--- src/rtl/fabric_pkg.sv ---
package fabric_pkg;

  // Row of logic tiles
  localparam int NUM_TILES  = 4;
  // Fabric input bits shared by every tile
  localparam int NUM_FAB_IN = 4;

  // LUT geometry
  localparam int LUT_K    = 4;
  localparam int LUT_SIZE = 1 << LUT_K;

  // Router select width
  // Sources 0..3 are fabric inputs, 4..7 are tile outputs
  localparam int SRC_W   = 3;
  localparam int NUM_SRC = 1 << SRC_W;

  // Configuration bits held by one tile
  localparam int CFG_W = 32;

  // Serial load counts one bit per cycle
  localparam int BIT_CNT_W = $clog2(CFG_W);

  // Leftover bits at the top of the word
  localparam int SPARE_W = CFG_W - 1 - LUT_K * SRC_W - LUT_SIZE;

  // Tile configuration word
  // Shifted as raw bits, decoded by the logic cell through fld
  typedef union packed {
    logic [CFG_W-1:0] raw;
    struct packed {
      // Not decoded
      logic [SPARE_W-1:0]             spare;
      // Tile output taken from the flip-flop
      logic                           ff_en;
      // One source select per LUT input, sel[3] highest
      logic [LUT_K-1:0][SRC_W-1:0]    sel;
      // Truth table, routed input 0 is the index LSB
      logic [LUT_SIZE-1:0]            lut_init;
    } fld;
  } tile_cfg_u;

endpackage

--- src/rtl/wb_map_pkg.sv ---
package wb_map_pkg;

  // Bus widths
  localparam int WB_DW = 32;
  localparam int WB_AW = 32;
  localparam int WB_SW = WB_DW / 8;

  // Registers are word aligned, only a 16-byte window is decoded
  localparam int ADR_LSB   = 2;
  localparam int REG_OFS_W = 4;

  // Register byte offsets
  localparam logic [REG_OFS_W-1:0] REG_CFG_DATA = 4'h0;
  localparam logic [REG_OFS_W-1:0] REG_CTRL     = 4'h4;
  localparam logic [REG_OFS_W-1:0] REG_FAB_IN   = 4'h8;
  localparam logic [REG_OFS_W-1:0] REG_FAB_OUT  = 4'hC;

  // CTRL bit positions
  localparam int CTRL_EN_BIT   = 0;
  localparam int CTRL_SET_BIT  = 1;
  localparam int CTRL_BUSY_BIT = 8;

  // Slave handshake states
  localparam int              ST_W    = 2;
  localparam logic [ST_W-1:0] ST_IDLE = 2'd0;
  localparam logic [ST_W-1:0] ST_ACK  = 2'd1;
  localparam logic [ST_W-1:0] ST_WAIT = 2'd2;

endpackage

--- src/rtl/wb_config_ctrl.sv ---
`timescale 1ns/1ns

module wb_config_ctrl (
  input  logic                              clk_i,
  input  logic                              rst_n_i,
  // Wishbone classic slave
  input  logic                              wbs_cyc_i,
  input  logic                              wbs_stb_i,
  input  logic                              wbs_we_i,
  input  logic [wb_map_pkg::WB_SW-1:0]      wbs_sel_i,
  input  logic [wb_map_pkg::WB_AW-1:0]      wbs_adr_i,
  input  logic [wb_map_pkg::WB_DW-1:0]      wbs_dat_i,
  output logic                              wbs_ack_o,
  output logic [wb_map_pkg::WB_DW-1:0]      wbs_dat_o,
  // Tile outputs for readback
  input  logic [fabric_pkg::NUM_TILES-1:0]  fab_out_i,
  // Configuration chain control
  output logic                              cfg_bit_o,
  output logic                              cfg_shift_o,
  output logic                              cfg_set_o,
  output logic                              fab_en_o,
  output logic [fabric_pkg::NUM_FAB_IN-1:0] fab_in_o
);
  import wb_map_pkg::*;
  import fabric_pkg::*;

  // Handshake FSM
  logic [ST_W-1:0]      state_q;
  logic [ST_W-1:0]      state_d;

  // Decode of the current request
  logic [REG_OFS_W-1:0] reg_ofs;
  logic                 req;
  logic                 wr;
  logic                 wr_cfg;
  logic                 wr_ctrl;
  logic                 wr_fab_in;
  logic                 want_set;
  logic                 blocked;
  logic                 accept;

  // Control registers
  logic                 en_q;
  logic                 set_q;
  logic [NUM_FAB_IN-1:0] fab_in_q;

  // Serial shift engine
  logic                 busy_q;
  logic [BIT_CNT_W-1:0] cnt_q;
  logic [CFG_W-1:0]     shreg_q;

  // Byte lanes dropped, every access is a full word
  assign reg_ofs = {wbs_adr_i[REG_OFS_W-1:ADR_LSB], {ADR_LSB{1'b0}}};

  assign req       = wbs_cyc_i & wbs_stb_i;
  assign wr        = req & wbs_we_i;
  assign wr_cfg    = wr & (reg_ofs == REG_CFG_DATA);
  assign wr_ctrl   = wr & (reg_ofs == REG_CTRL);
  assign wr_fab_in = wr & (reg_ofs == REG_FAB_IN);
  assign want_set  = wr_ctrl & wbs_dat_i[CTRL_SET_BIT];

  // Back-pressure
  // New word or set must wait for the chain to settle
  assign blocked = busy_q & (wr_cfg | want_set);
  assign accept  = (state_q == ST_IDLE) & req & ~blocked;

  // Idle, one ack cycle, then hold until the master drops stb
  always_comb begin
    state_d = state_q;
    case (state_q)
      ST_IDLE: begin
        if (accept) begin
          state_d = ST_ACK;
        end
      end
      ST_ACK: begin
        state_d = wbs_stb_i ? ST_WAIT : ST_IDLE;
      end
      ST_WAIT: begin
        if (!wbs_stb_i) begin
          state_d = ST_IDLE;
        end
      end
      default: begin
        state_d = ST_IDLE;
      end
    endcase
  end

  always_ff @(posedge clk_i or negedge rst_n_i) begin
    if (!rst_n_i) begin
      state_q  <= ST_IDLE;
      en_q     <= 1'b0;
      set_q    <= 1'b0;
      fab_in_q <= '0;
    end else begin
      state_q <= state_d;
      // Set lasts exactly the ack cycle
      set_q   <= accept & want_set;
      if (accept & wr_ctrl) begin
        en_q <= wbs_dat_i[CTRL_EN_BIT];
      end
      if (accept & wr_fab_in) begin
        fab_in_q <= wbs_dat_i[NUM_FAB_IN-1:0];
      end
    end
  end

  // Busy for CFG_W cycles after a word is taken
  always_ff @(posedge clk_i or negedge rst_n_i) begin
    if (!rst_n_i) begin
      busy_q <= 1'b0;
      cnt_q  <= '0;
    end else if (accept & wr_cfg) begin
      busy_q <= 1'b1;
      cnt_q  <= '0;
    end else if (busy_q) begin
      cnt_q <= cnt_q + 1'b1;
      // Last bit goes out this cycle
      if (cnt_q == BIT_CNT_W'(CFG_W - 1)) begin
        busy_q <= 1'b0;
      end
    end
  end

  // Word register, MSB leaves first
  always_ff @(posedge clk_i) begin
    if (accept & wr_cfg) begin
      shreg_q <= wbs_dat_i;
    end else if (busy_q) begin
      shreg_q <= {shreg_q[CFG_W-2:0], 1'b0};
    end
  end

  // Read mux, valid while ack is high
  always_comb begin
    wbs_dat_o = '0;
    case (reg_ofs)
      REG_CTRL: begin
        wbs_dat_o[CTRL_EN_BIT]   = en_q;
        wbs_dat_o[CTRL_BUSY_BIT] = busy_q;
      end
      REG_FAB_IN: begin
        wbs_dat_o[NUM_FAB_IN-1:0] = fab_in_q;
      end
      REG_FAB_OUT: begin
        wbs_dat_o[NUM_TILES-1:0] = fab_out_i;
      end
      // CFG_DATA is write only
      default: begin
        wbs_dat_o = '0;
      end
    endcase
  end

  assign wbs_ack_o   = (state_q == ST_ACK);
  assign cfg_bit_o   = shreg_q[CFG_W-1];
  assign cfg_shift_o = busy_q;
  assign cfg_set_o   = set_q;
  assign fab_en_o    = en_q;
  assign fab_in_o    = fab_in_q;

endmodule

--- config.mk ---
export PLATFORM = sky130hd
export DESIGN_NAME = wb_config_ctrl
export DESIGN_NICKNAME = d
export VERILOG_FILES = /design/src/rtl/fabric_pkg.sv /design/src/rtl/wb_map_pkg.sv /design/src/rtl/wb_config_ctrl.sv
export SDC_FILE = /design/constraint.sdc
export NUM_CORES = 1
export LEC_CHECK = 0
export ABC_AREA = 1
export CAP_MARGIN = 20
export CORE_AREA = 10 10 114 65
export DETAILED_ROUTE_END_ITERATION = 7
export DIE_AREA = 0 0 124 75
export DONT_BUFFER_PORTS = 1
export PLACE_DENSITY_LB_ADDON = 0.25
export SYNTH_ARGS = -nofsm -noshare
export SYNTH_HDL_FRONTEND = slang
export SYNTH_SLANG_ARGS = --single-unit
--- constraint.sdc ---
create_clock -name clk_i -period 2.1 [get_ports clk_i]
set_input_delay 0.315 -clock clk_i [delete_from_list [all_inputs] [get_ports clk_i]]
set_output_delay 0.315 -clock clk_i [all_outputs]
set_load 0.02 [all_outputs]
==> run summary <==
status: complete, no violations
first-pass detailed-route iteration total: 4
largest net degree at the start of global routing: 32
setup TNS: 0 ns
Placement Setup Slack: 0.486 ns
shortest period the worst path allows: 1.61 ns
total global-route track usage: 10.0%
via count: 1587
CTS Sinks: 46
Synth cell types: 21
placed cells: 331
vias in the first global route: 1618
drc violations: 0
final antenna-violating net count: 0
Worst setup SP type: flip-flop
commonest non-fill, non-tap cell in the layout: nand2_1
Mapped Cells: 261
slowest cell delay on critical path: 0.42 ns
drt total wl: 4.77 mm
Peak VDD IR: 317 µV
final hold violations: 0
die area: 0.00930 mm²
WP data required: 2.25 ns
max-slew violations: 0
global-route wire length before repair: 7.45 mm
io pins: 118
RePlAce Congestion: 0.751
WP data arrival: 1.77 ns
Buf/Inv on CP: 2
CP top delay family: simple AND/OR/NAND/NOR gates
CTS tree: yes
DIE HEIGHT: 75 µm
crit-path cells: inv_1, nand2_1, nor2_1, nand3_2, inv_2, nand2_1, nand2_1
Worst Setup End Kind: flip-flop
Core Area: 0.00535 mm²
power per cell area: 892 mW/mm²
Seq/Total Area, Yosys: 55.9%
worst slew pin tran: 0.668 ns
initial antenna violation count: 0
clock-pin slew on the worst setup and hold paths: 0.08 ns
htree depth: 2
final non-filler cell total: 340
Initial Util: 43.9%
fmax: 621 MHz
total grt overflow: 0
Iter 0 DRT Violations: 57
worst skew pair latency: 0.29 ns
Routed wire per std cell: 14.0 µm
vias per cell: 4.67
slowest CP cell: inv_2
synthesized area: 0.00235 mm²
most frequent cells in the layout: nand2_1, edfxtp_1, conb_1
worst setup margin: 0.489 ns
Max Buffers Root-to-Sink: 2
Clock Root Buffer: clkbuf_8
skew final: 0.00743 ns
layout cells sized above 1: 8.24%
Die Wd: 124 µm
WS Path Type: flip-flop to flip-flop
RSZ-0062 raised after global routing: false
CTS buffer count: 5
post-CTS sizing: 0
Fillers: 540
input/output buffers: 0
relative slew slack: 55.3%
fin crit share: 76.7%
worst hold path class: input pin to flip-flop
Synth warnings: 0
Crit path top cell by count: nand2_1
nets: 345
FP Rows: 19
LEAKAGE: 1.16 nW
endpoints failing setup: 0
Ant. Diodes: 0
Seq cells post-synth: 46
mean post-synth cell area: 8.99 µm²
worst-path fanout max: 31
max_cap viols: 0
synthesis-to-layout area growth: 3.57%
DP HPWL: 3.63 mm
[cells in the mapped netlist]
| cell | count | area, µm² |
|---|---|---|
| dfrtp_1 | 14 | 350 |
| inv_1 | 9 | 33.8 |
| nand4_1 | 8 | 50.1 |
| nor2_2 | 1 | 6.26 |
| ha_1 | 2 | 25.0 |
| or2_2 | 1 | 6.26 |
| buf_2 | 2 | 10.0 |
| nand3_2 | 3 | 30.0 |
| inv_2 | 4 | 15.0 |
| edfxtp_1 | 32 | 961 |
| nor2_1 | 10 | 37.5 |
| o21ai_0 | 2 | 10.0 |
| xor2_1 | 1 | 8.76 |
| conb_1 | 1 | 3.75 |
| nand3_1 | 11 | 55.1 |
| nand3b_1 | 1 | 7.51 |
| a21oi_1 | 2 | 10.0 |
| buf_4 | 30 | 225 |
| buf_6 | 3 | 33.8 |
| and2_1 | 1 | 6.26 |
| nand2_1 | 123 | 462 |
[cell type report]
type                    instances  area, µm²  area share [%]
clock buffers                   7       76.3            3.14
clock inverters                 1       30.0            1.24
inverters                      13       48.8            2.01
multi-input cells             193        818            33.7
flip-flops and latches         46       1310            53.9
well taps                      73       91.3            3.76
repair buffers                  7       55.1            2.26
[worst paths after layout]
path	from	endpoint	slack, ns	cells past startpoint
max	state_q[0]	shreg_q[23]	0.49	7
min reg2reg	state_q[0]	state_q[1]	0.44	1
max in group asynchronous	rst_n_i	cnt_q[3]	1.17	1
max reg2reg	state_q[0]	shreg_q[23]	0.49	7
min in group asynchronous	rst_n_i	fab_in_o[0]	0.49	1
min	wbs_stb_i	state_q[1]	0.13	2
[through the flow]
step | area (µm²) | hold slack, ns | power, W | util [%]
floorplan | 2450 | 0.0194 | 0.00151 | -
global placement | 2310 | 0.0198 | 0.00153 | 43.3
detailed placement | 2310 | 0.0199 | 0.00155 | 43.3
CTS | 2430 | 0.116 | 0.00220 | 45.5
global route | 2430 | 0.107 | 0.00230 | 45.5
finish | 2430 | 0.131 | 0.00217 | 45.5
[worst reg2reg max path, delay by kind of cell (launching register included)]
family / cells / cell delay, ns
and+or+nand+nor: 5 / 0.61
buffers and inverters: 2 / 0.49
DFF: 1 / 0.39
[metal layers]
metal	GRT usage, %	share of wire, %
met5	0	0
met4	3.43	0.71
met3	4.55	10
met2	15.8	45
met1	12.0	44
[registers in the layout (all words and copies together) (netlist names)]
signal and count:
cfg_set_o 1, cfg_shift_o 1, cnt_q 5, fab_en_o 1
fab_in_o 4, shreg_q 32, state_q 2
[logic make-up after synthesis]
logic type | count (synthesis) | synth area share (%)
adder cells (fa/ha/maj) | 2 | 1.07
flip-flops | 46 | 55.9
XOR/XNOR | 1 | 0.373
AND/OR/NAND/NOR | 159 | 28.1
buffers and inverters | 48 | 13.5
AO/OA/AOI/OAI | 4 | 0.853
other | 1 | 0.160
[power by group]
part | leakage (nW) | internal (W) | total [W] | switching, W
logic | 0.623 | 0.000100 | 0.000319 | 0.000218
registers | 0.485 | 0.00113 | 0.00122 | 0.0000855
clock network | 0.0524 | 0.000356 | 0.000633 | 0.000277
[timing repair]
action | CTS | global route
endpoints found under the hold margin | 14 | 0
buffers inserted | 0 | 0
hold buffers | 1 | 0
No activity file was read; power rests on OpenSTA's default activity.
