### src/rtl/fabric_pkg.sv
package fabric_pkg;

  // Row of logic tiles
  localparam int NUM_TILES  = 4;
  // Fabric input bits shared by every tile
  localparam int NUM_FAB_IN = 4;

  // LUT geometry
  localparam int LUT_K    = 4;
  localparam int LUT_SIZE = 1 << LUT_K;

  // Router select width
  // Sources 0..3 are fabric inputs, 4..7 are tile outputs
  localparam int SRC_W   = 3;
  localparam int NUM_SRC = 1 << SRC_W;

  // Configuration bits held by one tile
  localparam int CFG_W = 32;

  // Serial load counts one bit per cycle
  localparam int BIT_CNT_W = $clog2(CFG_W);

  // Leftover bits at the top of the word
  localparam int SPARE_W = CFG_W - 1 - LUT_K * SRC_W - LUT_SIZE;

  // Tile configuration word
  // Shifted as raw bits, decoded by the logic cell through fld
  typedef union packed {
    logic [CFG_W-1:0] raw;
    struct packed {
      // Not decoded
      logic [SPARE_W-1:0]             spare;
      // Tile output taken from the flip-flop
      logic                           ff_en;
      // One source select per LUT input, sel[3] highest
      logic [LUT_K-1:0][SRC_W-1:0]    sel;
      // Truth table, routed input 0 is the index LSB
      logic [LUT_SIZE-1:0]            lut_init;
    } fld;
  } tile_cfg_u;

endpackage

### src/rtl/config_segment.sv
`timescale 1ns/1ns

module config_segment (
  input  logic                  clk_i,
  input  logic                  rst_n_i,
  input  logic                  shift_i,
  input  logic                  set_i,
  // Serial chain
  input  logic                  bit_i,
  output logic                  bit_o,
  // Active configuration of this tile
  output fabric_pkg::tile_cfg_u cfg_o
);
  import fabric_pkg::*;

  // Shadow bits, loaded serially
  logic [CFG_W-1:0] shadow_q;
  // Bits the tile runs from
  tile_cfg_u        active_q;

  // Left shift, new bit enters at the bottom
  always_ff @(posedge clk_i or negedge rst_n_i) begin
    if (!rst_n_i) begin
      shadow_q <= '0;
    end else if (shift_i) begin
      shadow_q <= {shadow_q[CFG_W-2:0], bit_i};
    end
  end

  // Copy on set so reloading does not disturb running logic
  always_ff @(posedge clk_i or negedge rst_n_i) begin
    if (!rst_n_i) begin
      active_q <= '0;
    end else if (set_i) begin
      active_q.raw <= shadow_q;
    end
  end

  // Top bit feeds the next tile
  assign bit_o = shadow_q[CFG_W-1];
  assign cfg_o = active_q;

endmodule

### config.mk
export PLATFORM = sky130hd
export DESIGN_NAME = config_segment
export DESIGN_NICKNAME = d
export VERILOG_FILES = /design/src/rtl/fabric_pkg.sv /design/src/rtl/config_segment.sv
export SDC_FILE = /design/constraint.sdc
export NUM_CORES = 1
export LEC_CHECK = 0
export BUFFER_PORTS_ARGS = -buffer_cell sky130_fd_sc_hd__buf_4
export CORE_MARGIN = 4
export CORE_UTILIZATION = 30
export DETAILED_ROUTE_END_ITERATION = 7
export SLEW_MARGIN = 0
export SYNTH_ARGS = -nofsm -noshare
export SYNTH_HDL_FRONTEND = slang
export SYNTH_SLANG_ARGS = --single-unit
### constraint.sdc
create_clock -name clk_i -period 1.05 [get_ports clk_i]
set_clock_uncertainty 0.2 [all_clocks]
set_input_delay 0.105 -clock clk_i [delete_from_list [all_inputs] [get_ports clk_i]]
set_output_delay 0.105 -clock clk_i [all_outputs]
set_load 0.02 [all_outputs]
==> flow_metrics.env, run 1 <==
export IMPL_grt_max_degree=22
export IMPL_period_share_pct=115
export IMPL_placed_area_um2=3100
export IMPL_p_sw_mw=2.94
export IMPL_final_cell_area_um2=3610
export IMPL_fin_hold_ws_ns=-0.107
export IMPL_wl_per_cell_um=14.0
export IMPL_drc=0
export IMPL_vdd_ir_drop_max_uv=1260
export IMPL_vias=1319
export IMPL_crit_family="flip-flops"
export IMPL_initial_core_util_pct=30.8
export IMPL_fill_cells=769
export IMPL_clk_latency_ns=0.33
export IMPL_seq_power_share_pct=42.0
export IMPL_root_buffer="clkbuf_8"
export IMPL_crit_buf_inv=1
export IMPL_cts_tree="yes"
export IMPL_ioPinCount=38
export IMPL_fp_dieW_um=103
export IMPL_power_mw=10.1
export IMPL_violations="hold timing, setup timing"
export IMPL_viasPerCell=4.16
export IMPL_slew_violations=0
export IMPL_crit_type="reg -> out"
export IMPL_row_count=34
export IMPL_crit_chain="buf_6"
export IMPL_setup_viol=51
export IMPL_outcome="finished with violations"
export IMPL_die_h_um=103
export IMPL_die_area_um2=10500
export IMPL_core_um2=8720
export IMPL_max_stage_delay_ns=0.42
export IMPL_grt_ovfl_total=0
export IMPL_final_nets=209
export IMPL_avgSynthCellArea_um2=19.8
export IMPL_synth_warnings=0
export IMPL_fmax_ghz=0.831
export IMPL_cts_hold_buf=2
export IMPL_area_growth_syn_to_layout_pct=34.4
export IMPL_drtAntennaViolNets=0
export IMPL_period_needed_ns=1.20
export IMPL_cp_slowest_cell="dfrtp_1"
export IMPL_ys_seq_elements=64
export IMPL_tightest_slew_ns=0.273
export IMPL_first_global_vias=1470
export IMPL_drv_cap=0
export IMPL_power_internal_mw=7.16
export IMPL_netlist_instances=136
export IMPL_h_tree_depth=3
export IMPL_hp_class="in -> reg"
export IMPL_drt_iter0_drc=57
export IMPL_antenna_found_initial=0
export IMPL_layout_drive_gt1_share_pct=67.9
export IMPL_drt_total_wl_mm=4.43
export IMPL_cts_buffer_depth=2
export IMPL_rsz0062_at_grt="yes"
export IMPL_grt_use_total_pct=9.55
export IMPL_cts_sinks=64
export IMPL_post_dp_hpwl_mm=2.89
export IMPL_path_max_fanout=2
export IMPL_syn_area_um2=2690
export IMPL_port_buffers=37
export IMPL_cp_end_kind="output port"
export IMPL_setup_slack_ns=-0.154
export IMPL_place_congestion=0.691
export IMPL_synth_fp_nets=141
export IMPL_clockPowerShare_pct=19.0
export IMPL_final_hold_violation_count=12
export IMPL_p_per_area_nw_per_um2=2800
export IMPL_switching_share_pct=29.1
export IMPL_start_kind="register"
export IMPL_synth_cell_types=5
export IMPL_grt_pass1_wl_mm=7.62
export IMPL_antennaDiodeCount=0
export IMPL_slew_headroom_pct=81.8
export IMPL_cts_made_buffers=9
export IMPL_combPwrFrac_pct=39.0
export IMPL_critPathArrivalTime_ns=0.90
export IMPL_leakagePower_nw=1.81
export IMPL_ys_seq_area_share_pct=59.5
export IMPL_required_ns=0.74
export IMPL_dr_pass1_iters=3
export IMPL_clkSlewWorstSetupHoldPaths_ns=0.07
## power by group through the flow
stage | Clock [mW] | Sequential [mW] | Combinational [mW]
floorplan | 0 | 4.58 | 1.58
global placement | 0 | 4.22 | 3.09
detailed placement | 0 | 4.19 | 3.15
CTS | 2.01 | 4.22 | 3.82
global route | 2.10 | 4.40 | 4.18
finish | 1.91 | 4.25 | 3.94
## routing by layer
metal	share of wire, %	track usage (%)	vias to the layer above
met5	0	0	-
met4	1.9	4.24	0
met3	6.4	4.53	9
met2	42	12.5	31
met1	50	13.3	670
li1	-	-	609
## state kept, by name (all words and copies together), names as in the netlist
| name | cells |
|---|---|
| cfg_o | 32 |
| shadow_q | 32 |
## metrics by stage
step           std cells  utilization (%)  setup slack (ns)    TNS, ns
6_report             317             41.4            -0.154      -4.61
2_1_floorplan        136                -            0.0122          0
4_1_cts              315             40.7            -0.174      -5.33
5_1_grt              317             41.4            -0.202      -6.49
3_3_place_gp         282             35.6         -0.000389  -0.000389
3_5_place_dp         282             35.6           -0.0103    -0.0610
## area by class of cell
type / count / area (µm²) / share of cell area [%]
Sequential cell: 64 / 1600 / 44.3
Multi-Input combinational cell: 64 / 950 / 26.3
Timing Repair Buffer: 65 / 744 / 20.6
Clock buffer: 13 / 169 / 4.67
Tap cell: 108 / 135 / 3.74
Clock inverter: 3 / 15.0 / 0.415
## logic make-up after synthesis
| family | synth area share (%) |
|---|---|
| flops | 59.5 |
| mux | 35.2 |
| buf+inv | 5.30 |
## timing repair
item,in CTS,in global routing
setup endpoints to repair,33,49
setup buffers,15,2
endpoints found under the hold margin,67,1
resized for setup,34,14
## cells in the mapped netlist
master / count / area share, %
buf_12: 6 / 4.5
buf_6: 2 / 0.84
dfrtp_1: 64 / 60
mux2_2: 4 / 1.7
mux2_4: 60 / 33
## path summary, 6_finish.rpt
check / cells past startpoint / from / to / slack, ns
min: 2 / shift_i / shadow_q[0] / -0.11
max reg2reg: 2 / cfg_o[26] / cfg_o[26] / -0.05
min in group asynchronous: 2 / rst_n_i / cfg_o[6] / -0.01
min reg2reg: 1 / cfg_o[29] / cfg_o[29] / 0.33
max in group asynchronous: 3 / rst_n_i / cfg_o[1] / 0.26
max: 1 / cfg_o[3] / cfg_o[3] / -0.15
## layout by cell type, fill, tap and decap left out
cell type | netlist | layout
buf_4 | 0 | 10
dfrtp_1 | 64 | 64
mux2_2 | 4 | 3
buf_12 | 6 | 6
dlygate4sd3_1 | 0 | 2
buf_6 | 2 | 47
clkbuf_8 | 0 | 12
clkinv_2 | 0 | 3
mux2_4 | 60 | 61
clkbuf_1 | 0 | 1
Power figures use the tool's default switching activity.
==> inputs of run 2 (changes only) <==
Settings changed: CORE_UTILIZATION 30 to 48, PLACE_DENSITY set to 0.69.
==> flow_metrics.env, run 2 (synthesis results as in run 1) <==
export IMPL_cp_slowest_cell="dfrtp_1"
export IMPL_outcome="finished with violations"
export IMPL_setup_slack_ns=-0.136
export IMPL_p_per_area_nw_per_um2=2910
export IMPL_hp_class="in -> reg"
export IMPL_setup_viol=57
export IMPL_slew_violations=0
export IMPL_fp_dieW_um=82.9
export IMPL_antenna_found_initial=0
export IMPL_final_cell_area_um2=3580
export IMPL_slew_headroom_pct=78.3
export IMPL_grt_max_degree=65
export IMPL_area_growth_syn_to_layout_pct=33.0
export IMPL_clkSlewWorstSetupHoldPaths_ns=0.07
export IMPL_max_stage_delay_ns=0.41
export IMPL_setup_tns_ns=-4.88
export IMPL_place_congestion=0.713
export IMPL_ioPinCount=38
export IMPL_clk_latency_ns=0.32
export IMPL_initial_core_util_pct=51.0
export IMPL_vdd_ir_drop_max_uv=1530
export IMPL_first_global_vias=1546
export IMPL_fin_hold_ws_ns=-0.00563
export IMPL_path_max_fanout=2
export IMPL_fin_util_pct=67.9
export IMPL_violations="hold timing, setup timing"
export IMPL_drc=0
export IMPL_rsz0062_at_grt="yes"
export IMPL_drv_cap=0
export IMPL_critPathArrivalTime_ns=0.88
export IMPL_cts_sinks=64
export IMPL_seq_area_um2=1600
export IMPL_h_tree_depth=3
export IMPL_viasPerCell=4.81
export IMPL_crit_family="flip-flops"
export IMPL_crit_type="reg -> out"
export IMPL_grt_ovfl_total=0
export IMPL_grt_pass1_wl_mm=7.62
export IMPL_start_kind="register"
export IMPL_root_buffer="clkbuf_8"
export IMPL_power_mw=10.4
export IMPL_dr_pass1_iters=4
export IMPL_core_um2=5270
export IMPL_final_nets=212
export IMPL_tightest_slew_ns=0.325
export IMPL_antennaDiodeCount=0
export IMPL_leakagePower_nw=1.82
export IMPL_final_common_cell="dfrtp_1"
export IMPL_grt_use_total_pct=14.0
export IMPL_die_h_um=82.9
export IMPL_post_dp_hpwl_mm=2.86
export IMPL_placed_area_um2=3020
export IMPL_final_cell_mix="dfrtp_1 (64), mux2_4 (60), buf_6 (44)"
export IMPL_fill_cells=351
export IMPL_port_buffers=37
export IMPL_period_needed_ns=1.19
export IMPL_layout_drive_gt1_share_pct=67.9
export IMPL_crit_chain="buf_6"
export IMPL_cp_end_kind="output port"
export IMPL_drt_total_wl_mm=4.49
export IMPL_final_hold_violation_count=2
export IMPL_crit_buf_inv=1
export IMPL_vias=1357
export IMPL_cts_hold_buf=2
export IMPL_drtAntennaViolNets=0
export IMPL_period_share_pct=113
export IMPL_die_area_um2=6870
export IMPL_required_ns=0.74
export IMPL_cts_made_buffers=9
export IMPL_multiInputGateArea_um2=946
export IMPL_cts_buffer_depth=2
export IMPL_cts_tree="yes"
export IMPL_fmax_ghz=0.843
export IMPL_wl_per_cell_um=15.9
export IMPL_row_count=26
export IMPL_drt_iter0_drc=55
[run 2: cell count changes in the layout (fill, tap and decap cells not counted), sizes merged]
cell and delta:
clkinv -1, bufinv +1, buf +3
[run 2: layout make-up]
class / instances / share of cell area, %
sequential: 64 / 44.8
timing repair buffer: 68 / 20.8
multi-input combinational: 64 / 26.4
clock inverter: 3 / 1.12
clock buffer: 13 / 4.44
tap: 70 / 2.45
[run 2: path summary, 6_finish.rpt]
path / from / end / slack, ns / depth (start not counted)
worst max-delay path: cfg_o[8] / cfg_o[8] / -0.14 / 1
worst min-delay path: shift_i / shadow_q[0] / -0.006 / 3
worst max register to register: cfg_o[30] / cfg_o[30] / -0.07 / 2
worst min register to register: cfg_o[31] / cfg_o[31] / 0.33 / 1
max in group asynchronous: rst_n_i / shadow_q[9] / 0.27 / 3
min in group asynchronous: rst_n_i / cfg_o[23] / 0.12 / 3
[run 2: per-stage QoR]
| stage | instances | hold WS [ns] | setup WS, ns |
|---|---|---|---|
| after floorplan | 136 | -0.391 | 0.0122 |
| after global placement | 241 | -0.0780 | 0.000831 |
| after detailed placement | 241 | -0.0706 | -0.0246 |
| after CTS | 280 | -0.0137 | -0.144 |
| after global routing | 282 | -0.0131 | -0.179 |
| final | 282 | -0.00563 | -0.136 |
[run 2: repair_timing]
| item | in CTS | in global routing |
|---|---|---|
| setup buffers | 21 | 2 |
| endpoints found under the setup margin | 33 | 55 |
| gates resized for setup | 33 | 11 |
| hold endpoints to repair | 66 | 2 |
[run 2: routing by layer]
metal / routed length [µm] / up-vias / GRT usage (%)
met3: 202 / 10 / 4.16
met2: 2200 / 34 / 22.2
met1: 2000 / 696 / 17.4
met5: 0 / - / 0
li1: - / 617 / -
met4: 90 / 0 / 7.13
[run 2: power by group]
part / leakage, nW / total (mW) / switching (mW) / internal [mW]
registers: 0.797 / 4.27 / 0.832 / 3.43
clock network: 0.103 / 2.08 / 0.864 / 1.22
logic: 0.919 / 4.07 / 1.30 / 2.78
total: 1.82 / 10.4 / 2.99 / 7.43
