==> config.mk <==
export PLATFORM = sky130hd
export DESIGN_NAME = logic_cell
export DESIGN_NICKNAME = d
export VERILOG_FILES = /design/src/rtl/fabric_pkg.sv /design/src/rtl/logic_cell.sv
export SDC_FILE = /design/constraint.sdc
export NUM_CORES = 1
export LEC_CHECK = 0
export ABC_CLOCK_PERIOD_IN_PS = 1900
export CAP_MARGIN = 5
export CORE_UTILIZATION = 30
export DETAILED_ROUTE_END_ITERATION = 10
export DONT_BUFFER_PORTS = 1
export MAX_ROUTING_LAYER = met4
export PLACE_DENSITY = 0.41
export SLEW_MARGIN = 20
export SYNTH_ARGS = -nofsm -noshare
export SYNTH_HDL_FRONTEND = slang
export SYNTH_SLANG_ARGS = --single-unit
==> constraint.sdc <==
create_clock -name clk_i -period 1.9 [get_ports clk_i]
set_input_delay 0 -clock clk_i [delete_from_list [all_inputs] [get_ports clk_i]]
set_output_delay 0 -clock clk_i [all_outputs]
set_load 0.01 [all_outputs]
==> src/rtl/fabric_pkg.sv <==
package fabric_pkg;

  // Row of logic tiles
  localparam int NUM_TILES  = 4;
  // Fabric input bits shared by every tile
  localparam int NUM_FAB_IN = 4;

  // LUT geometry
  localparam int LUT_K    = 4;
  localparam int LUT_SIZE = 1 << LUT_K;

  // Router select width
  // Sources 0..3 are fabric inputs, 4..7 are tile outputs
  localparam int SRC_W   = 3;
  localparam int NUM_SRC = 1 << SRC_W;

  // Configuration bits held by one tile
  localparam int CFG_W = 32;

  // Serial load counts one bit per cycle
  localparam int BIT_CNT_W = $clog2(CFG_W);

  // Leftover bits at the top of the word
  localparam int SPARE_W = CFG_W - 1 - LUT_K * SRC_W - LUT_SIZE;

  // Tile configuration word
  // Shifted as raw bits, decoded by the logic cell through fld
  typedef union packed {
    logic [CFG_W-1:0] raw;
    struct packed {
      // Not decoded
      logic [SPARE_W-1:0]             spare;
      // Tile output taken from the flip-flop
      logic                           ff_en;
      // One source select per LUT input, sel[3] highest
      logic [LUT_K-1:0][SRC_W-1:0]    sel;
      // Truth table, routed input 0 is the index LSB
      logic [LUT_SIZE-1:0]            lut_init;
    } fld;
  } tile_cfg_u;

endpackage

==> src/rtl/logic_cell.sv <==
`timescale 1ns/1ns

module logic_cell (
  input  logic                              clk_i,
  input  logic                              rst_n_i,
  // Flip-flop load enable
  input  logic                              en_i,
  input  fabric_pkg::tile_cfg_u             cfg_i,
  // Routing sources
  input  logic [fabric_pkg::NUM_FAB_IN-1:0] fab_in_i,
  input  logic [fabric_pkg::NUM_TILES-1:0]  tile_out_i,
  output logic                              out_o
);
  import fabric_pkg::*;

  // All eight router sources
  logic [NUM_SRC-1:0] src;
  // Routed LUT inputs
  logic [LUT_K-1:0]   lut_idx;
  logic               lut_out;
  logic               ff_q;

  // Fabric inputs low, tile outputs high
  assign src = {tile_out_i, fab_in_i};

  // One 8:1 mux per LUT input
  always_comb begin
    for (int k = 0; k < LUT_K; k++) begin
      lut_idx[k] = src[cfg_i.fld.sel[k]];
    end
  end

  // Truth table lookup
  assign lut_out = cfg_i.fld.lut_init[lut_idx];

  // Output register, holds while the fabric is disabled
  always_ff @(posedge clk_i or negedge rst_n_i) begin
    if (!rst_n_i) begin
      ff_q <= 1'b0;
    end else if (en_i) begin
      ff_q <= lut_out;
    end
  end

  // Registered or direct
  assign out_o = cfg_i.fld.ff_en ? ff_q : lut_out;

endmodule

==> metrics.md, run 1 <==
| Metric | Value |
|---|---|
| Layout area overhead | 6.572% |
| Largest regs | ff_q: 1 flops |
| Final instance area | 466.7 sq um |
| IO buf count | 0 |
| Iter 0 DRT Violations | 2 |
| GRT Total Usage | 0.1147 |
| Wirelength per Cell | 20.23 um |
| Crit path max fanout | 5 |
| Register area | 25.02 sq um |
| Core area | 1334 sq um |
| Global route total overflow | 0 |
| Die Area | 1616 sq um |
| GP Congestion | 0.7741 |
| Final count of hold timing violations | 0 |
| Share of the synthesized area in the top cell type | 0.4114 |
| Max FFs per register | 1 |
| Post-CTS Setup Inserts | 0 |
| Ant diodes | 0 |
| TritonRoute pass-1 iters | 4 |
| Post-CTS resize count | 0 |
| Fin nets | 78 |
| Routed length on met2 | 558 um |
| Required time of the critical path | 1.76 ns |
| VDD IR max | 0.0001026 V |
| Chip width | 40.21 um |
| Via density | 6.792 |
| Drt total wl | 971 um |
| Final Critical Period | 1.791 ns |
| Synth Warn # | 0 |
| Post-route ant nets | 0 |
| RSZ-0062 raised after global routing | no |
| Initial antenna violation count | 0 |
| Post-Route Skew | 0 ns |
| Yosys top cell by area | mux4_2 |
| Synth Instances | 32 |
| Post-Syn Area | 437.9 sq um |
| Met1 wire length | 255 um |
| Startpoint types | input pin |
| MaxCap Viol Count | 0 |
| Final setup fails | 0 |
| Final core occ | 0.3499 |
| Syn_area_per_cell | 13.69 sq um |
| Reg with most FFs | ff_q |
| Met3 routed WL | 156 um |
| P per Cell Area | 316.6 nW/um^2 |
| Worst EP arrival | 1.65 ns |
| FILL cells | 145 |
| Ports | 44 |
| Synth cell types | 16 |
| Share of cells above drive strength 1 | 0.4545 |
| Remaining DRCs | 0 |
| First-pass GRT wire length | 1255 um |
| Syn_nets | 75 |
| Seq/Total Area, Yosys | 0.05714 |
| Maximum clock rate | 558.3 MHz |
| Worst Max-Slew Pin Slew | 0.3443 ns |
| Max transition margin | 0.7639 |
| Total power | 0.1477 mW |
| Uppermost layer routed | met3 |
| WS Path Type | input pin to flip-flop |
| Clk slew on worst S/H paths | 0 ns |
| Vias | 326 |
| Setup TNS | 0 ns |
| Initial Util | 0.3283 |
| Final period util | 0.9427 |
| Largest net degree at the start of global routing | 6 |
| Status | complete, no violations |
| Clk_lat worst skew | 0 ns |
| Max-slew violations | 0 |
| Area of the multi-input gates | 409.1 sq um |
| Die Y-Extent | 40.21 um |
| Top cells by area, synth | mux4_2, mux2_2, mux4_1 |
| Row cnt | 13 |
| CP Capture Type | flip-flop |
| Placed Instance Area | 456.7 sq um |
| FF+latch count, synth | 1 |
| Cts hold-fix bufs | 1 |
| Hold/Removal Path Class | input pin to flip-flop |
| Number of global-route vias before repair | 367 |
| Lkg Pwr | 0.1500 nW |
cell usage after synthesis:
library cell,instances
a22oi_1,1
a22oi_2,1
a41oi_1,2
and2_1,1
dfrtp_1,1
inv_1,1
mux2_1,1
mux2_2,6
mux2i_1,2
mux4_1,2
mux4_2,8
nand3b_1,1
nor2_1,2
nor2b_1,1
nor3_1,1
nor3b_1,1
cell families after synthesis:
logic type | count (synthesis) | synth area share
buffers and inverters | 1 | 0.008563
AO/OA/AOI/OAI | 4 | 0.08572
flip-flops | 1 | 0.05713
AND/OR/NAND/NOR | 7 | 0.09146
multiplexers | 19 | 0.7571
critical path, stage by stage:
cell	delay, ns
mux2_2	0.30
mux4_2	0.54
mux4_2	0.46
a22oi_2	0.22
a41oi_1	0.12
metrics by stage:
stage                     setup slack, ns  hold slack (ns)  std cells
after CTS                         0.07504           0.1270         48
after global placement            0.08335          -0.2956         47
after detailed placement          0.07509          -0.2956         47
final                              0.1089           0.1224         48
after global routing              0.03387           0.1325         48
after floorplan                    0.1727          -0.2956         32
where the power goes:
| group | internal, mW | switching [mW] | total, mW |
|---|---|---|---|
| Clock | 0 | 0 | 0 |
| Combinational | 0.0763 | 0.0422 | 0.118 |
| Sequential | 0.0267 | 0.00255 | 0.0293 |
layout by cell type (no fill, tap or decap):
| cell | Yosys | final |
|---|---|---|
| dfrtp_1 | 1 | 1 |
| a22oi_2 | 1 | 1 |
| a22oi_1 | 1 | 1 |
| mux2_2 | 6 | 6 |
| nand3b_1 | 1 | 1 |
| mux2i_1 | 2 | 2 |
| nor3_1 | 1 | 1 |
| inv_1 | 1 | 1 |
| mux4_1 | 2 | 2 |
| mux2_1 | 1 | 1 |
| mux4_2 | 8 | 8 |
| and2_1 | 1 | 1 |
| nor2b_1 | 1 | 1 |
| a41oi_1 | 2 | 2 |
| dlygate4sd3_1 | 0 | 1 |
| nor2_1 | 2 | 2 |
| nor3b_1 | 1 | 1 |
final cells by class:
class	instances	share of cell area
Sequential cell	1	0.05362
Timing Repair Buffer	1	0.02145
Multi-Input combinational cell	30	0.8767
Inverter	1	0.008043
Tap cell	15	0.04021
path summary, 6_finish.rpt:
| path | start | endpoint | slack [ns] | cells after the start |
|---|---|---|---|---|
| max | cfg_i[16] | ff_q | 0.11 | 5 |
| min | en_i | ff_q | 0.12 | 1 |
| max reg2reg | ff_q | ff_q | 1.24 | 2 |
| min reg2reg | ff_q | ff_q | 0.57 | 2 |
| max in group asynchronous | rst_n_i | ff_q | 1.58 | 1 |
| min in group asynchronous | rst_n_i | ff_q | 0.22 | 1 |
per-layer routing:
metal / up-vias / track usage
li1: 151 / -
met1: 151 / 0.05190
met2: 24 / 0.2742
met3: 0 / 0.07222
met4: 0 / 0
met5: - / -
Note: power is estimated with default switching activity, not from simulation.
==> inputs of run 2 (changes only) <==
--- a/config.mk
+++ b/config.mk
@@ -6,13 +6,14 @@
 export NUM_CORES = 1
 export LEC_CHECK = 0
 export ABC_CLOCK_PERIOD_IN_PS = 1900
+export BUFFER_PORTS_ARGS = -buffer_cell sky130_fd_sc_hd__buf_2
 export CAP_MARGIN = 5
 export CORE_UTILIZATION = 30
 export DETAILED_ROUTE_END_ITERATION = 10
-export DONT_BUFFER_PORTS = 1
 export MAX_ROUTING_LAYER = met4
-export PLACE_DENSITY = 0.41
+export PLACE_DENSITY = 0.66
 export SLEW_MARGIN = 20
 export SYNTH_ARGS = -nofsm -noshare
 export SYNTH_HDL_FRONTEND = slang
 export SYNTH_SLANG_ARGS = --single-unit
+export TNS_END_PERCENT = 20
==> run 2 against run 1 <==
Effect of this change:
- combinational power grew 75%
- core utilization increased by 20 points
- sequential power is essentially flat
- die area unchanged
- critical endpoint is now out_o
- power rose by 60%
- the run now ends with setup timing left
- clock skew stayed put
- setup slack worse by 0.13 ns
- via count up 53%
- first-iteration DRC count grew to 2.5 times the previous value
- largest cell class unchanged
- cell area rose by 58%
==> metrics.md, run 2 (synthesized netlist as in run 1, its figures left out) <==
| Metric | Value |
|---|---|
| Worst path slowest cell | mux4_2 |
| Global route total overflow | 0 (unchanged) |
| Worst path most repeated cell | mux4_2 |
| Final period util | 1.011 (+0.06836) |
| Slowest stage delay, CP | 0.54 ns (about the same) |
| Max transition margin | 0.7559 (-0.008023) |
| RSZ-0062 raised after global routing | yes |
| Post-Route Skew | 0 ns (unchanged) |
| Initial Util | 0.3283 (unchanged) |
| Max FFs per register | 1 (unchanged) |
| Drt total wl | 1368 um (+41%) |
| Lkg Pwr | 0.3458 nW (+130%) |
| Largest net degree at the start of global routing | 6 (unchanged) |
| Remaining DRCs | 0 (unchanged) |
| GP Congestion | 0.7551 (-2.5%) |
| CP Capture Type | output pin |
| Worst path buffer plus inverter count | 2 (+2) |
| Chip width | 40.21 um (unchanged) |
| Failing checks | setup timing |
| Core area | 1334 sq um (unchanged) |
| Worst EP arrival | 1.92 ns (+0.27 ns) |
| Maximum clock rate | 520.6 MHz (-6.8%) |
| Clk_lat worst skew | 0 ns (unchanged) |
| IO buf count | 40 (+40) |
| Die Y-Extent | 40.21 um (unchanged) |
| Number of global-route vias before repair | 483 (+32%) |
| Status | finished, violations left |
| Crit path max fanout | 4 (-1) |
| GR Util met3 | 0.02222 (-0.05000) |
| Final count of hold timing violations | 0 (unchanged) |
| Worst path cell trace | buf_12 -> mux2_4 -> mux4_2 -> mux4_2 -> a22oi_2 -> a41oi_2 -> buf_2 |
| CP top delay family | multiplexers |
| Initial antenna violation count | 0 (unchanged) |
| Required time of the critical path | 1.90 ns (+0.14 ns) |
| GRT met1 Usage | 0.1799 (+0.1280) |
| GRT Total Usage | 0.1816 (+0.06691) |
| Ports | 44 (unchanged) |
| Via density | 5.484 (-19%) |
| Final Critical Period | 1.921 ns (+0.1299 ns) |
| Pre-CTS WS | -0.1186 ns (-0.1937 ns) |
| First-pass GRT wire length | 1925 um (+53%) |
| Total power | 0.2363 mW (+60%) |
| Final setup fails | 1 (+1) |
| Row cnt | 13 (unchanged) |
| Final core occ | 0.5544 (+0.2045) |
| Setup ws final | -0.02097 ns (-0.1299 ns) |
| Hold/Removal Path Class | input pin to flip-flop |
| Iter 0 DRT Violations | 5 (+3) |
| P per Cell Area | 319.5 nW/um^2 (+0.93%) |
| Met2 Track Usage GR | 0.3871 (+0.1129) |
| Layout area overhead | 68.86% |
| Fin nets | 121 (+55%) |
| Post-route ant nets | 0 (unchanged) |
| Max-slew violations | 0 (unchanged) |
| Setup TNS | -0.02097 ns (-0.02097 ns) |
| Clk slew on worst S/H paths | 0 ns (unchanged) |
| Largest regs | ff_q: 1 flops |
| MaxCap Viol Count | 0 (unchanged) |
| VDD IR max | 0.0001193 V (+16%) |
| Ant diodes | 0 (unchanged) |
| Worst hold slack | 0.2458 ns (+0.1233 ns) |
| Worst Max-Slew Pin Slew | 0.3560 ns (+0.01170 ns) |
| Commonest non-fill, non-tap cell in the layout | buf_2 |
| Die Area | 1616 sq um (unchanged) |
| Share of cells above drive strength 1 | 0.8158 (+0.3612) |
| Most frequent cells in the layout | buf_2, mux4_2, mux2_4 |
| TritonRoute pass-1 iters | 2 (-2) |
| Vias | 499 (+53%) |
| Grt peak-use layer | met2 |
| Startpoint types | input pin |
| Reg with most FFs | ff_q |
| WS Path Type | input pin to output pin |
| Wirelength per Cell | 15.03 um (-26%) |
## run 2: per-layer routing
metal  wire length [um]  vias to the layer above
met4                  0                        0
met3                177                        0
met2                695                       36
li1                   -                      237
met5                  0                        -
met1                495                      226
## run 2: metrics by stage
stage | cell area [sq um] | instances
6_report | 739.5 | 91
3_5_place_dp | 671.9 | 89
4_1_cts | 730.7 | 91
2_1_floorplan | 437.9 | 32
5_1_grt | 739.5 | 91
3_3_place_gp | 671.9 | 89
## run 2: path summary, 6_finish.rpt
path | start | to | slack (ns) | cells after the start
worst min-delay path | en_i | ff_q | 0.25 | 2
worst min register to register | ff_q | ff_q | 0.55 | 2
worst max-delay path | cfg_i[16] | out_o | -0.02 | 7
max in group asynchronous | rst_n_i | ff_q | 1.50 | 2
worst max register to register | ff_q | ff_q | 1.22 | 2
min in group asynchronous | rst_n_i | ff_q | 0.31 | 2
## run 2: report_power, final
group | total (mW) | internal (mW) | switching, mW
Combinational | 0.207 | 0.128 | 0.0789
Sequential | 0.0290 | 0.0267 | 0.00227
Clock | 0 | 0 | 0
Total | 0.236 | 0.155 | 0.0812
## run 2: what timing repair did
action,CTS,global route
resized for setup,9,2
endpoints found under the hold margin,1,0
hold buffers,1,0
cloned,0,0
endpoints found under the setup margin,2,2
pin swaps,3,0
buffers inserted,1,0
## run 2: cell type report
type / instances / area, sq um
inverters: 1 / 3.754
well taps: 15 / 18.77
fillers: 119 / 594.3
multi-input cells: 30 / 444.2
flip-flops and latches: 1 / 25.02
repair buffers: 44 / 247.7
